[src/logic/timer_macros.svh]
// --------------------
// timer macros
// counter and bus widths, register map of the timer
// --------------------

`ifndef TIMER_MACROS_SVH
`define TIMER_MACROS_SVH

// widths
`define TIMER_WIDTH     32
`define BUS_ADDR_WIDTH  8
`define BUS_DATA_WIDTH  32

// register map
`define ADDR_CTRL       8'h08
`define ADDR_STATUS     8'h09
`define ADDR_PRESCALER  8'h0a
`define ADDR_TIMER      8'h0b
`define ADDR_CURR       8'h0c

// bit positions inside ctrl and status words
`define CTRL_START_BIT   0
`define CTRL_STOP_BIT    1
`define STATUS_READY_BIT 0

`endif

[src/logic/timer_pkg.sv]
// --------------------
// timer package
// shared vector types and the core state encoding
// --------------------

`include "timer_macros.svh"

package timer_pkg;

  // one counter value
  typedef logic [`TIMER_WIDTH-1:0] count_t;

  // register bus address and data word
  typedef logic [`BUS_ADDR_WIDTH-1:0] addr_t;
  typedef logic [`BUS_DATA_WIDTH-1:0] data_t;

  // core control states
  typedef enum logic [1:0] {
    core_idle     = 2'h0,
    core_prescale = 2'h1,
    core_count    = 2'h2
  } core_state_t;

endpackage

[src/logic/timer_ctrl_if.sv]
// --------------------
// timer control interface
// init values, strobes and status between regs, core and readback
// --------------------

interface timer_ctrl_if
  import timer_pkg::*;
();

  // from the register block
  count_t prescaler_init;
  count_t timer_init;
  logic   start;
  logic   stop;

  // from the core
  count_t curr_timer;
  logic   ready;

  // input side, gates init writes on ready
  modport regs (
    output prescaler_init, timer_init, start, stop,
    input  ready
  );

  modport core (
    input  prescaler_init, timer_init, start, stop,
    output curr_timer, ready
  );

  // output side, observes only
  modport readback (
    input prescaler_init, timer_init, curr_timer, ready
  );

endinterface

[src/logic/timer_regs.sv]
// --------------------
// timer register block
// holds the init values and decodes ctrl writes into strobes
// --------------------

`include "timer_macros.svh"

module timer_regs
  import timer_pkg::*;
(
  input  logic       clk,
  input  logic       reset_n,
  input  logic       cs,
  input  logic       we,
  input  addr_t      address,
  input  data_t      write_data,
  timer_ctrl_if.regs ctrl
);

  // --------------------
  // write decode
  // --------------------
  logic   bus_write;
  logic   write_ctrl;
  logic   write_prescaler;
  logic   write_timer;

  count_t prescaler_init_reg;
  count_t timer_init_reg;

  assign bus_write       = cs && we;
  assign write_ctrl      = bus_write && (address == `ADDR_CTRL);

  // init values only change while the core sits idle
  assign write_prescaler = bus_write && ctrl.ready && (address == `ADDR_PRESCALER);
  assign write_timer     = bus_write && ctrl.ready && (address == `ADDR_TIMER);

  // --------------------
  // strobes
  // --------------------
  // combinational, so the core samples them at the write edge
  assign ctrl.start = write_ctrl && write_data[`CTRL_START_BIT];
  assign ctrl.stop  = write_ctrl && write_data[`CTRL_STOP_BIT];

  // --------------------
  // init registers
  // --------------------
  always_ff @(posedge clk) begin
    if (!reset_n) begin
      prescaler_init_reg <= '0;
      timer_init_reg     <= '0;
    end else begin
      if (write_prescaler) begin
        prescaler_init_reg <= write_data;
      end

      if (write_timer) begin
        timer_init_reg <= write_data;
      end
    end
  end

  // to core and readback
  assign ctrl.prescaler_init = prescaler_init_reg;
  assign ctrl.timer_init     = timer_init_reg;

endmodule

[src/logic/timer_core.sv]
// --------------------
// timer core
// prescaler and timer down-counters with their control FSM
// --------------------

module timer_core
  import timer_pkg::*;
(
  input  logic       clk,
  input  logic       reset_n,
  timer_ctrl_if.core ctrl
);

  // --------------------
  // registers, next values, write enables
  // --------------------
  logic        ready_reg;
  logic        ready_new;
  logic        ready_we;

  count_t      prescaler_reg;
  count_t      prescaler_new;
  logic        prescaler_we;
  logic        prescaler_set;
  logic        prescaler_dec;

  count_t      timer_reg;
  count_t      timer_new;
  logic        timer_we;
  logic        timer_set;
  logic        timer_dec;

  core_state_t state_reg;
  core_state_t state_new;
  logic        state_we;

  // outputs straight from registers
  assign ctrl.curr_timer = timer_reg;
  assign ctrl.ready      = ready_reg;

  // register update
  always_ff @(posedge clk) begin
    if (!reset_n) begin
      ready_reg     <= 1'b1;
      prescaler_reg <= '0;
      timer_reg     <= '0;
      state_reg     <= core_idle;
    end else begin
      if (ready_we) begin
        ready_reg <= ready_new;
      end
      if (prescaler_we) begin
        prescaler_reg <= prescaler_new;
      end
      if (timer_we) begin
        timer_reg <= timer_new;
      end
      if (state_we) begin
        state_reg <= state_new;
      end
    end
  end

  // prescaler counter, set wins over decrement
  always_comb begin
    prescaler_new = '0;
    prescaler_we  = 1'b0;
    if (prescaler_set) begin
      prescaler_new = ctrl.prescaler_init;
      prescaler_we  = 1'b1;
    end else if (prescaler_dec) begin
      prescaler_new = prescaler_reg - 1'b1;
      prescaler_we  = 1'b1;
    end
  end

  // timer counter
  always_comb begin
    timer_new = '0;
    timer_we  = 1'b0;
    if (timer_set) begin
      timer_new = ctrl.timer_init;
      timer_we  = 1'b1;
    end else if (timer_dec) begin
      timer_new = timer_reg - 1'b1;
      timer_we  = 1'b1;
    end
  end

  // --------------------
  // control FSM
  // --------------------
  always_comb begin
    ready_new     = 1'b0;
    ready_we      = 1'b0;
    prescaler_set = 1'b0;
    prescaler_dec = 1'b0;
    timer_set     = 1'b0;
    timer_dec     = 1'b0;
    state_new     = core_idle;
    state_we      = 1'b0;

    case (state_reg)
      core_idle: begin
        // stop has no effect here
        if (ctrl.start) begin
          ready_we      = 1'b1;
          prescaler_set = 1'b1;
          timer_set     = 1'b1;
          state_new     = core_prescale;
          state_we      = 1'b1;
        end
      end

      core_prescale: begin
        if (ctrl.stop) begin
          ready_new = 1'b1;
          ready_we  = 1'b1;
          state_we  = 1'b1;
        end else if (prescaler_reg == '0) begin
          state_new = core_count;
          state_we  = 1'b1;
        end else begin
          prescaler_dec = 1'b1;
        end
      end

      core_count: begin
        // timer at zero or stop both end the run
        if (ctrl.stop || (timer_reg == '0)) begin
          ready_new = 1'b1;
          ready_we  = 1'b1;
          state_we  = 1'b1;
        end else begin
          prescaler_set = 1'b1;
          timer_dec     = 1'b1;
          state_new     = core_prescale;
          state_we      = 1'b1;
        end
      end

      default: begin
        // unused encoding, back to idle
        ready_new = 1'b1;
        ready_we  = 1'b1;
        state_we  = 1'b1;
      end
    endcase
  end

endmodule

[src/logic/timer_readback.sv]
// --------------------
// timer readback
// registered read mux over status, init values and count
// --------------------

`include "timer_macros.svh"

module timer_readback
  import timer_pkg::*;
(
  input  logic           clk,
  input  logic           reset_n,
  input  logic           cs,
  input  logic           we,
  input  addr_t          address,
  output data_t          read_data,
  timer_ctrl_if.readback ctrl
);

  data_t status_word;
  data_t read_word;

  // ready in the low bit, rest zero
  always_comb begin
    status_word                    = '0;
    status_word[`STATUS_READY_BIT] = ctrl.ready;
  end

  // select the addressed word
  always_comb begin
    case (address)
      `ADDR_STATUS:    read_word = status_word;
      `ADDR_PRESCALER: read_word = ctrl.prescaler_init;
      `ADDR_TIMER:     read_word = ctrl.timer_init;
      `ADDR_CURR:      read_word = ctrl.curr_timer;
      // ctrl is write only, unmapped reads zero
      default:         read_word = '0;
    endcase
  end

  // --------------------
  // output register
  // --------------------
  // valid the cycle after the read, held until the next one
  always_ff @(posedge clk) begin
    if (!reset_n) begin
      read_data <= '0;
    end else if (cs && !we) begin
      read_data <= read_word;
    end
  end

endmodule

[src/logic/timer_top.sv]
// --------------------
// timer top
// register block, core and readback on one control interface
// --------------------

module timer_top
  import timer_pkg::*;
(
  input  logic  clk,
  input  logic  reset_n,

  // register bus
  input  logic  cs,
  input  logic  we,
  input  addr_t address,
  input  data_t write_data,
  output data_t read_data,

  // high while idle
  output logic  ready
);

  timer_ctrl_if ctrl ();

  // input side
  timer_regs u_regs (
    .clk        (clk),
    .reset_n    (reset_n),
    .cs         (cs),
    .we         (we),
    .address    (address),
    .write_data (write_data),
    .ctrl       (ctrl)
  );

  // counters and FSM
  timer_core u_core (
    .clk     (clk),
    .reset_n (reset_n),
    .ctrl    (ctrl)
  );

  // output side
  timer_readback u_readback (
    .clk       (clk),
    .reset_n   (reset_n),
    .cs        (cs),
    .we        (we),
    .address   (address),
    .read_data (read_data),
    .ctrl      (ctrl)
  );

  assign ready = ctrl.ready;

endmodule

[config.mk]
export PLATFORM = sky130hd
export DESIGN_NAME = timer_top
export DESIGN_NICKNAME = d
export VERILOG_FILES = /design/src/logic/timer_pkg.sv /design/src/logic/timer_ctrl_if.sv /design/src/logic/timer_regs.sv /design/src/logic/timer_core.sv /design/src/logic/timer_readback.sv /design/src/logic/timer_top.sv
export VERILOG_INCLUDE_DIRS = /design/src /design/src/logic
export SDC_FILE = /design/constraint.sdc
export NUM_CORES = 1
export LEC_CHECK = 0
export ABC_AREA = 1
export BUFFER_PORTS_ARGS = -buffer_cell sky130_fd_sc_hd__buf_2
export CAP_MARGIN = 15
export CORE_AREA = 2 2 115 162
export CTS_CLUSTER_DIAMETER = 200
export DETAILED_ROUTE_END_ITERATION = 8
export DIE_AREA = 0 0 117 164
export HOLD_SLACK_MARGIN = 0.02
export PLACE_DENSITY_LB_ADDON = 0.12
export SYNTH_ARGS = -nofsm -noshare
export SYNTH_HDL_FRONTEND = slang
export SYNTH_SLANG_ARGS = --single-unit
[constraint.sdc]
create_clock -name clk -period 2.73 [get_ports clk]
set_clock_uncertainty 0.2 [all_clocks]
set_input_delay 0.546 -clock clk [delete_from_list [all_inputs] [get_ports clk]]
set_output_delay 0.546 -clock clk [all_outputs]
set_load 0.02 [all_outputs]
==> impl_results.md, run 1 <==
* Wire length of the first global-routing pass at 44700 um
* Number of resized instances in the post-cts repair step at 0
* Total detailed-routing wirelength at 28500 um
* Hold path cells at 3
* Number of antenna violations at the first check in global routing at 2
* Total vias in the final route at 9122
* Pin count of the biggest net entering global routing at 58
* Power Density at between 400 and 500 nW/um2
* Root buffer cell: sky130_fd_sc_hd__clkbuf_16
* Hold buffer count at cts at 0
* Total design power at 5000 uW
* Primary flip-flop cell chosen by synthesis mapping: sky130_fd_sc_hd__dfxtp_1
* Startpoint of the worst register-to-register path: u_core.prescaler_reg[0]$_SDFFE_PN0P_
* Final setup TNS at 0 ns
* Met2 Resource Use GR at 0.505
* Top cells by area in the synthesized netlist: sky130_fd_sc_hd__dfxtp_1 (37%), sky130_fd_sc_hd__nand2_1 (15%), sky130_fd_sc_hd__nor2_1 (10%), sky130_fd_sc_hd__a21oi_1 (6.8%), sky130_fd_sc_hd__inv_1 (5.4%)
* Leakage component of the power at 0.00454 uW
* Number of setup buffers added after CTS at 0
* Nature of the critical path endpoint: register
* Setup Crit Path Kind: register to register
* Share of the synthesized area in the top cell type at 0.372
* Die width at 117 um
* Met3 usage at 0.0450
* Library cell with the highest instance count after synthesis: sky130_fd_sc_hd__nand2_1
* Detailed-route DRC error count at 0
* Top-level port count at 77
* Highest-utilization routing layer at the global route stage: met2
* Maximum net fanout on the critical path at 7
* Layout Area Growth over Synthesis at 14.1%
* Max-cap check violation count at 0
* CP delay by family, top: simple AND/OR/NAND/NOR gates
* Slowest cell on the critical path: sky130_fd_sc_hd__dfxtp_1
* Later-pin clock latency in the skew report at 0.44 ns
* Top cell type by total area after synthesis: sky130_fd_sc_hd__dfxtp_1
* Average instance area after synthesis at approximately 6.3 um2
* Post-synth net total at 1429
* Worst setup SP type: register
* Slew at the pin with the worst max-slew slack at 0.590 ns
* Setup Viol. Count Final at 0
* Commonest cells in the synthesized netlist: sky130_fd_sc_hd__nand2_1 (353), sky130_fd_sc_hd__nor2_1 (242), sky130_fd_sc_hd__dfxtp_1 (163)
* Fraction of the cycle the final worst path needs at 0.868
* Unrepaired setup endpoints after global routing: false
* Number of design-rule violations left by the first detailed-router iteration at between 700 and 800
* Highest ir drop seen on vdd at between 0.3 and 0.4 mV
* Detailed Place HPWL at 20700 um
* Post-synthesis sequential area ratio at 0.372
* Post-CTS clock slew at the launch and capture registers of the worst setup and hold paths at 0.07 ns
* R2R cell count at 13
* Number of nets in the final layout at 1481
* Area of the core region at ~18000 um2
* Quantity of I/O buffers inserted on ports at 76
* Remaining global-route overflow at 0
* Overall Global Routing Usage at 0.306
* Vert. Die Dim at 164 um
* Result of the run: complete, no violations
* Worst hold start: write_data[15]
* Site row count at 58
* Met1 Track Usage GR at 0.392
* Worst flop-to-flop path endpoint: u_core.prescaler_reg[28]$_SDFFE_PN0P_
* Min Clock Period, post-route at 2.37 ns
* Area enclosed by the die boundary at 19200 um2
* Cell breakdown of the critical path: inv_1, ha_1, inv_1, nor2_1, nand2_1, nor2_2, nand2_1, nor2_1, nand3_1, nand3_1, nand2_1, nor2_1, nor2_1
* Clock sink count at 163
* Weighted congestion at the end of routability-driven global placement at 0.942
* Largest buffer count on any clock path at 2
* Max transition margin at 0.606
* Number of standard cells after synthesis at 1381
* Initial core utilization at 0.493
* Number of warning messages in the yosys log at 0
* Via count of the first global-routing pass at 8549
* CTS H-tree lvls at 4
* Worst min path class: input pin to register
* Number of buffers inserted during clock tree synthesis at 17
* Async set-or-reset flop fraction in the synthesized netlist at 0
* Critical path's largest stage delay at 0.30 ns
* Cell total after placement at 1654
* Utilization after layout at 0.562
* WHS at a little under 0.2 ns
* Post-detailed-route via-to-cell ratio at 5.40
* Number of unique standard cell types used by synthesis at 35
* Number of nets with antenna violations after detailed routing at 0
* Post-Synthesis Cell Area at 8760 um2
* Ratio of cells with drive above 1 in the final layout at 0.115
* Routed length per instance at around 17 um
* Number of standard cells in the layout, taps in and fillers out at about 1700
* Highest achievable clock rate at around 420 MHz
* Critical path buffer and inverter count at 2
* Required time at the endpoint of the critical path at 2.86 ns
* Register-to-register setup slack at 0.36 ns
* Destination of the worst hold path: u_regs.ctrl.timer_init[15]$_SDFFE_PN0P_
* Max-slew violation count at 0
* Hold Vio Cnt, Final at 0
* Clock tree from TritonCTS: yes
* Drt pass-1 iters at 5
* Most prevalent standard cell on the critical path: sky130_fd_sc_hd__nor2_1
* Worst path arrival time at 2.50 ns
* Number of synthesized register bits at 163
* Number of synthesized flops with an enable pin at 0
-- kinds of logic after synthesis --
| logic type | after synthesis | share of synthesized area |
|---|---|---|
| XOR/XNOR | 29 | 0.0290 |
| buffers and inverters | 201 | 0.0933 |
| AND/OR/NAND/NOR | 740 | 0.350 |
| flip-flops | 163 | 0.372 |
| adder cells (fa/ha/maj) | 4 | 0.00571 |
| AO/OA/AOI/OAI | 244 | 0.149 |
-- worst min-delay path, stage by stage --
cell,delay (ns)
sky130_fd_sc_hd__buf_2,0.08
sky130_fd_sc_hd__o21ai_0,0.07
sky130_fd_sc_hd__a21oi_1,0.10
-- how the worst max path moves through the flow --
stage / cells past startpoint / endpoint / from / slack, ns
6_report: 13 / u_core.prescaler_reg[28]$_SDFFE_PN0P_ / u_core.prescaler_reg[0]$_SDFFE_PN0P_ / 0.36
2_1_floorplan: 9 / u_core.ctrl.curr_timer[18]$_SDFFE_PN0P_ / address[5] / 0.73
4_1_cts: 13 / u_core.prescaler_reg[28]$_SDFFE_PN0P_ / u_core.prescaler_reg[0]$_SDFFE_PN0P_ / 0.34
5_1_grt: 13 / u_core.prescaler_reg[28]$_SDFFE_PN0P_ / u_core.prescaler_reg[0]$_SDFFE_PN0P_ / 0.13
3_3_place_gp: 12 / u_core.ctrl.curr_timer[29]$_SDFFE_PN0P_ / address[5] / 0.23
3_5_place_dp: 12 / u_core.ctrl.curr_timer[29]$_SDFFE_PN0P_ / address[5] / 0.22
-- cell usage in the layout (no fill, tap or decap), drive strengths merged, types with 4 or more instances in the layout --
cell      n
nand4    13
o22ai    21
nand2   358
buf     100
inv     137
clkbuf   18
clkinv    7
o221ai    5
o21ai    83
ha        4
and2      4
nor3     16
nand3    93
dfxtp   163
o211ai   14
nor2    252
xor2     28
a21oi   119
-- per-stage QoR --
stage | cell area, um2 | worst slack (ns)
global route | 10000 | 0.131
global placement | 9410 | 0.229
CTS | 9990 | 0.335
detailed placement | 9410 | 0.223
finish | 10000 | 0.361
floorplan | 8760 | 0.735
-- per-layer routing --
layer  wire length, um  vias to the layer above
li1                  -                     4525
met1             12100                     4227
met2             13700                      301
met3              1510                       69
met4              1200                        0
met5                 0                        -
-- report_power, final --
| group | total (uW) | internal, uW | switching, uW |
|---|---|---|---|
| sequential | 2380 | 2380 | 0.704 |
| clock | 2440 | 1380 | 1060 |
| combinational | 175 | 49.2 | 126 |
-- cell type report --
class | instances | area, um2
clock inverters | 14 | 150
well taps | 240 | 300
diodes | 2 | 5.00
flip-flops and latches | 163 | 3260
inverters | 134 | 505
clock buffers | 18 | 439
multi-input cells | 1017 | 4690
repair buffers | 100 | 648
fillers | 1808 | 7780
(Power assumes the default switching activity.)
==> inputs of run 2 (changes only) <==
Settings changed: MAX_ROUTING_LAYER set to met4.
==> run 2 against run 1 <==
  * First-iteration DRC count is 5.4% lower
  * Global-route usage is 1.1 points higher
  * Clock power is 5% lower
  * Cell area is 0.35% higher
  * Die area stayed put
  * Critical endpoint unchanged
==> impl_results.md, run 2 (same netlist as run 1, synthesis figures left out) <==
* Total detailed-routing wirelength at 28800 um (was 28500 um)
* Cell breakdown of the critical path: inv_1, ha_1, inv_1, nor2_1, nand2_1, nor2_2, nand2_1, nor2_1, nand3_1, nand3_1, nand2_1, nor2_1, nor2_1 (unchanged)
* Drt pass-1 iters at 6 (was 5)
* Routed length per instance at 17.0 um (was 16.9 um)
* Startpoint of the worst register-to-register path: u_core.prescaler_reg[0]$_SDFFE_PN0P_ (unchanged)
* Number of setup buffers added after CTS at 0 (unchanged)
* Initial core utilization at 0.493 (unchanged)
* CP delay by family, top: simple AND/OR/NAND/NOR gates (unchanged)
* Die width at 117 um (unchanged)
* Root buffer cell: sky130_fd_sc_hd__clkbuf_16 (unchanged)
* Critical path's largest stage delay at 0.30 ns (about the same)
* Top library cells by usage in the layout, fill and taps aside: sky130_fd_sc_hd__nand2_1 (353), sky130_fd_sc_hd__nor2_1 (239), sky130_fd_sc_hd__dfxtp_1 (163), sky130_fd_sc_hd__inv_1 (124), sky130_fd_sc_hd__a21oi_1 (119) (unchanged)
* Number of standard cells in the layout, taps in and fillers out at 1691 (was 1688)
* Power Density at 486 nW/um2 (was 500 nW/um2)
* Fraction of the cycle the final worst path needs at 0.884 (was 0.868)
* Later-pin clock latency in the skew report at 0.44 ns (about the same)
* Highest achievable clock rate at 414 MHz (was 422 MHz)
* Detailed-route DRC error count at 0 (unchanged)
* CTS H-tree lvls at 4 (unchanged)
* Quantity of I/O buffers inserted on ports at 76 (unchanged)
* Area of the core region at 17800 um2 (unchanged)
* Max-cap check violation count at 0 (unchanged)
* Overall Global Routing Usage at 0.317 (was 0.306)
* Antenna Diode Count at 0 (was 2)
* Vert. Die Dim at 164 um (unchanged)
* Slowest cell on the critical path: sky130_fd_sc_hd__dfxtp_1 (unchanged)
* Largest buffer count on any clock path at 2 (unchanged)
* Total design power at 4880 uW (was 5000 uW)
* Slew at the pin with the worst max-slew slack at 0.659 ns (was 0.590 ns)
* Most prevalent standard cell on the critical path: sky130_fd_sc_hd__nor2_1 (unchanged)
* Detailed Place HPWL at 21000 um (was 20700 um)
* Nature of the critical path endpoint: register (unchanged)
* Worst setup SP type: register (unchanged)
* Top-level port count at 77 (unchanged)
* Final setup TNS at 0 ns (unchanged)
* Highest ir drop seen on vdd at 0.366 mV (was 0.357 mV)
* Worst setup path end: u_core.prescaler_reg[28]$_SDFFE_PN0P_ (unchanged)
* Layout Area Growth over Synthesis at 14.5% (was 14.1%)
* Max transition margin at 0.560 (was 0.606)
* Clock tree from TritonCTS: yes (unchanged)
* Via count of the first global-routing pass at 8359 (was 8549)
* Wire length of the first global-routing pass at 45000 um (was 44700 um)
* Leakage component of the power at 0.00455 uW (was 0.00454 uW)
* Hold Vio Cnt, Final at 0 (unchanged)
* Worst flop-to-flop path endpoint: u_core.prescaler_reg[28]$_SDFFE_PN0P_ (unchanged)
* Pin count of the biggest net entering global routing at 53 (was 58)
* Worst min path class: input pin to register (unchanged)
* Critical path buffer and inverter count at 2 (unchanged)
* Critical path launch point: u_core.prescaler_reg[0]$_SDFFE_PN0P_ (unchanged)
* Area enclosed by the die boundary at 19200 um2 (unchanged)
* Number of nets with antenna violations after detailed routing at 0 (unchanged)
* Cell total after placement at 1659 (was 1654)
* Number of nets in the final layout at 1486 (was 1481)
* Site row count at 58 (unchanged)
* Register-to-register setup slack at 0.32 ns (was 0.36 ns)
* Max-slew violation count at 0 (unchanged)
* Number of resized instances in the post-cts repair step at 0 (unchanged)
* Number of buffers inserted during clock tree synthesis at 17 (unchanged)
* Required time at the endpoint of the critical path at 2.85 ns (was 2.86 ns)
* Weighted congestion at the end of routability-driven global placement at 0.957 (was 0.942)
* WHS at 0.186 ns (was 0.194 ns)
* Setup Viol. Count Final at 0 (unchanged)
* Clock sink count at 163 (unchanged)
* Number of design-rule violations left by the first detailed-router iteration at 722 (was 763)
* Remaining global-route overflow at 0 (unchanged)
* Final-layout fill cell count at 1853 (was 1808)
* Number of antenna violations at the first check in global routing at 0 (was 2)
* Most common library cell in the layout ignoring fill and taps: sky130_fd_sc_hd__nand2_1 (unchanged)
* Post-detailed-route via-to-cell ratio at 5.38 (was 5.40)
* Post-CTS clock slew at the launch and capture registers of the worst setup and hold paths at 0.07 ns (about the same)
* Min Clock Period, post-route at 2.41 ns (was 2.37 ns)
* Setup Crit Path Kind: register to register (unchanged)
* Worst path arrival time at 2.54 ns (was 2.50 ns)
* Result of the run: complete, no violations (unchanged)
* Hold buffer count at cts at 0 (unchanged)
* Maximum net fanout on the critical path at 7 (unchanged)
* R2R cell count at 13 (unchanged)
* Total vias in the final route at 9102 (was 9122)
* Path length in cells of the critical path at 13 (unchanged)
* Unrepaired setup endpoints after global routing: false (unchanged)
* Ratio of cells with drive above 1 in the final layout at 0.118 (was 0.115)
[run 2: metal layers]
layer  vias up  part of all wire  global-route usage
met1      4166              0.42               0.398
li1       4538                 -                   -
met2       325              0.48               0.506
met5         -                 0                   -
met3        73             0.054              0.0469
met4         0             0.041               0.136
[run 2: worst reg2reg max path: stages (launching register included)]
cell and delay (ns):
sky130_fd_sc_hd__dfxtp_1 0.30, sky130_fd_sc_hd__inv_1 0.16, sky130_fd_sc_hd__ha_1 0.20, sky130_fd_sc_hd__inv_1 0.04, sky130_fd_sc_hd__nor2_1 0.15, sky130_fd_sc_hd__nand2_1 0.14, sky130_fd_sc_hd__nor2_2 0.29, sky130_fd_sc_hd__nand2_1 0.14
sky130_fd_sc_hd__nor2_1 0.30, sky130_fd_sc_hd__nand3_1 0.11, sky130_fd_sc_hd__nand3_1 0.10, sky130_fd_sc_hd__nand2_1 0.05, sky130_fd_sc_hd__nor2_1 0.08, sky130_fd_sc_hd__nor2_1 0.04
[run 2: final cells by class]
class	count	area [um2]	area share
multi-input combinational	1017	4690	0.467
sequential	163	3260	0.325
timing repair buffer	105	711	0.0708
inverter	134	505	0.0504
clock buffer	21	470	0.0469
tap	240	300	0.0299
clock inverter	11	96.3	0.00960
[run 2: how the worst min path moves through the flow]
stage | startpoint | cells after the start | slack (ns) | endpoint
finish | write_data[9] | 3 | 0.19 | u_regs.ctrl.prescaler_init[9]$_SDFFE_PN0P_
global route | write_data[9] | 3 | 0.19 | u_regs.ctrl.prescaler_init[9]$_SDFFE_PN0P_
CTS | write_data[9] | 3 | 0.17 | u_regs.ctrl.prescaler_init[9]$_SDFFE_PN0P_
detailed placement | u_readback.read_data[24]$_SDFFE_PN0P_ | 2 | 0.25 | u_readback.read_data[24]$_SDFFE_PN0P_
global placement | u_readback.read_data[1]$_SDFFE_PN0P_ | 2 | 0.25 | u_readback.read_data[1]$_SDFFE_PN0P_
floorplan | u_regs.ctrl.prescaler_init[0]$_SDFFE_PN0P_ | 2 | 0.24 | u_regs.ctrl.prescaler_init[0]$_SDFFE_PN0P_
[run 2: report_power, final]
part	leakage, uW	internal [uW]	switching, uW
Clock	0.000272	1260	1060
Sequential	0.00131	2380	0.693
Combinational	0.00297	50.2	125
[run 2: metrics by stage]
step	area [um2]	util	setup slack [ns]
detailed placement	9470	0.533	0.0738
global route	10000	0.564	0.0415
floorplan	8760	-	0.735
global placement	9470	0.533	0.110
CTS	10000	0.564	0.319
finish	10000	0.564	0.315
==> inputs of run 3 (changes only) <==
Settings changed: RECOVER_POWER set to 50.
==> run 3 against run 2 <==
  * Fmax is 0.58% higher
  * Largest cell class unchanged
  * Sequential power hardly changed
  * Highest routed layer unchanged
  * Wire length hardly changed
==> impl_results.md, run 3 (same netlist as run 1, synthesis figures left out) <==
* Worst path arrival time at 2.52 ns (was 2.54 ns)
* Number of resized instances in the post-cts repair step at 0 (unchanged)
* Initial core utilization at 0.493 (unchanged)
* Weighted congestion at the end of routability-driven global placement at 0.957 (unchanged)
* Wire length of the first global-routing pass at 45000 um (unchanged)
* Cell breakdown of the critical path: inv_1, ha_1, inv_1, nor2_1, nand2_1, nor2_2, nand2_1, nor2_1, nand3_1, nand3_1, nand2_1, nor2_1, nor2_1 (unchanged)
* Detailed-route DRC error count at 0 (unchanged)
* Hold buffer count at cts at 0 (unchanged)
* Hold path cells at 3 (unchanged)
* Max-cap check violation count at 0 (unchanged)
* Setup Crit Path Kind: register to register (unchanged)
* Via count of the first global-routing pass at 8359 (unchanged)
* Top library cells by usage in the layout, fill and taps aside: sky130_fd_sc_hd__nand2_1 (353), sky130_fd_sc_hd__nor2_1 (241), sky130_fd_sc_hd__dfxtp_1 (163), sky130_fd_sc_hd__inv_1 (125), sky130_fd_sc_hd__a21oi_1 (119) (was sky130_fd_sc_hd__nand2_1 (353), sky130_fd_sc_hd__nor2_1 (239), sky130_fd_sc_hd__dfxtp_1 (163), sky130_fd_sc_hd__inv_1 (124), sky130_fd_sc_hd__a21oi_1 (119))
* Overall Global Routing Usage at 0.317 (unchanged)
* Slew at the pin with the worst max-slew slack at 0.867 ns (was 0.659 ns)
* Hold Vio Cnt, Final at 0 (unchanged)
* Number of antenna violations at the first check in global routing at 0 (unchanged)
* Worst setup SP type: register (unchanged)
* Number of setup buffers added after CTS at 0 (unchanged)
* Total vias in the final route at 8972 (was 9102)
* Result of the run: complete, no violations (unchanged)
* Antenna Diode Count at 0 (unchanged)
* Startpoint of the worst register-to-register path: u_core.prescaler_reg[0]$_SDFFE_PN0P_ (unchanged)
* Drt pass-1 iters at 6 (unchanged)
* Quantity of I/O buffers inserted on ports at 76 (unchanged)
* Clock sink count at 163 (unchanged)
* Min Clock Period, post-route at 2.40 ns (was 2.41 ns)
* Later-pin clock latency in the skew report at 0.44 ns (about the same)
* Critical path buffer and inverter count at 2 (unchanged)
* Ratio of cells with drive above 1 in the final layout at 0.0917 (was 0.118)
* R2R cell count at 13 (unchanged)
* Number of nets in the final layout at 1486 (unchanged)
* Nature of the critical path endpoint: register (unchanged)
* Root buffer cell: sky130_fd_sc_hd__clkbuf_16 (unchanged)
* Remaining global-route overflow at 0 (unchanged)
* Post-CTS clock slew at the launch and capture registers of the worst setup and hold paths at 0.07 ns (about the same)
* Power Density at 490 nW/um2 (was 486 nW/um2)
* Register-to-register setup slack at 0.33 ns (was 0.32 ns)
* Clock tree from TritonCTS: yes (unchanged)
* Pin count of the biggest net entering global routing at 53 (unchanged)
* Number of buffers inserted during clock tree synthesis at 17 (unchanged)
* Routed length per instance at 17.0 um (about the same)
* Max transition margin at 0.422 (was 0.560)
* Detailed Place HPWL at 21000 um (unchanged)
* Post-detailed-route via-to-cell ratio at 5.31 (was 5.38)
* Destination of the worst hold path: u_regs.ctrl.prescaler_init[9]$_SDFFE_PN0P_ (unchanged)
* Die width at 117 um (unchanged)
* Area of the core region at 17800 um2 (unchanged)
* Post-layout instance area at 9940 um2 (was 10000 um2)
* Slowest cell on the critical path: sky130_fd_sc_hd__dfxtp_1 (unchanged)
* Worst min path class: input pin to register (unchanged)
* Leakage component of the power at 0.00440 uW (was 0.00455 uW)
* Max-slew violation count at 0 (unchanged)
* Area enclosed by the die boundary at 19200 um2 (unchanged)
* Total detailed-routing wirelength at 28800 um (about the same)
* CTS H-tree lvls at 4 (unchanged)
* Largest buffer count on any clock path at 2 (unchanged)
* Number of design-rule violations left by the first detailed-router iteration at 828 (was 722)
* Number of nets with antenna violations after detailed routing at 0 (unchanged)
* Worst hold start: write_data[9] (unchanged)
* Worst flop-to-flop path endpoint: u_core.prescaler_reg[28]$_SDFFE_PN0P_ (unchanged)
* Top-level port count at 77 (unchanged)
* Vert. Die Dim at 164 um (unchanged)
* Fraction of the cycle the final worst path needs at 0.879 (was 0.884)
* Most common library cell in the layout ignoring fill and taps: sky130_fd_sc_hd__nand2_1 (unchanged)
* CP delay by family, top: simple AND/OR/NAND/NOR gates (unchanged)
* Layout Area Growth over Synthesis at 13.5% (was 14.5%)
* Setup Viol. Count Final at 0 (unchanged)
* Required time at the endpoint of the critical path at 2.85 ns (about the same)
* Highest ir drop seen on vdd at 0.364 mV (was 0.366 mV)
* Site row count at 58 (unchanged)
* Most prevalent standard cell on the critical path: sky130_fd_sc_hd__nor2_1 (unchanged)
* Instance area after placement at 9470 um2 (unchanged)
* Unrepaired setup endpoints after global routing: false (unchanged)
* Maximum net fanout on the critical path at 7 (unchanged)
* Highest achievable clock rate at 417 MHz (was 414 MHz)
* Critical path's largest stage delay at 0.30 ns (about the same)
* Final setup TNS at 0 ns (unchanged)
## run 3: cell types whose count changed in the layout (fill, tap and decap cells not counted), sizes merged
cell and change:
buf -39, clkbuf +39
## run 3: cell type report
cell class	count	area (um2)
fill	1876	7840
clock buffer	21	470
clock inverter	11	96.3
timing repair buffer	105	629
tap	240	300
sequential	163	3260
inverter	134	505
multi-input combinational	1017	4680
## run 3: how the worst max path moves through the flow
stage | from | end | slack (ns) | cells after the start
2_1_floorplan | address[5] | u_core.ctrl.curr_timer[18]$_SDFFE_PN0P_ | 0.73 | 9
3_3_place_gp | address[4] | u_core.ctrl.curr_timer[30]$_SDFFE_PN0P_ | 0.11 | 12
3_5_place_dp | address[4] | u_core.ctrl.curr_timer[29]$_SDFFE_PN0P_ | 0.07 | 12
4_1_cts | u_core.prescaler_reg[0]$_SDFFE_PN0P_ | u_core.prescaler_reg[28]$_SDFFE_PN0P_ | 0.32 | 13
5_1_grt | u_core.prescaler_reg[0]$_SDFFE_PN0P_ | u_core.prescaler_reg[28]$_SDFFE_PN0P_ | 0.04 | 13
6_report | u_core.prescaler_reg[0]$_SDFFE_PN0P_ | u_core.prescaler_reg[28]$_SDFFE_PN0P_ | 0.33 | 13
## run 3: report_power, final
part / internal, uW / switching, uW / total, uW
combinational: 49.7 / 124 / 174
clock: 1260 / 1060 / 2320
sequential: 2380 / 0.694 / 2380
## run 3: worst register-to-register path: cells and delay by family, from the launching register on
kind                       cells  cell delay, ns
DFF                            1            0.30
adders and majority gates      1            0.20
and+or+nand+nor               10            1.39
buffers and inverters          2            0.20
## run 3: per-stage QoR
stage | total power (uW) | hold slack, ns | setup WS [ns] | utilization | instances
global placement | 2610 | 0.250 | 0.110 | 0.533 | 1659
floorplan | 2510 | 0.239 | 0.735 | - | 1381
finish | 4870 | 0.190 | 0.330 | 0.559 | 1691
global route | 5000 | 0.189 | 0.0415 | 0.559 | 1691
detailed placement | 2610 | 0.255 | 0.0738 | 0.533 | 1659
CTS | 4900 | 0.170 | 0.319 | 0.564 | 1691
## run 3: routing by layer
metal  track usage  share of wire  vias up
li1              -              -     4533
met1         0.398           0.43     4099
met2         0.506           0.48      275
met3        0.0469          0.051       65
met4         0.136          0.039        0
met5             -              0        -
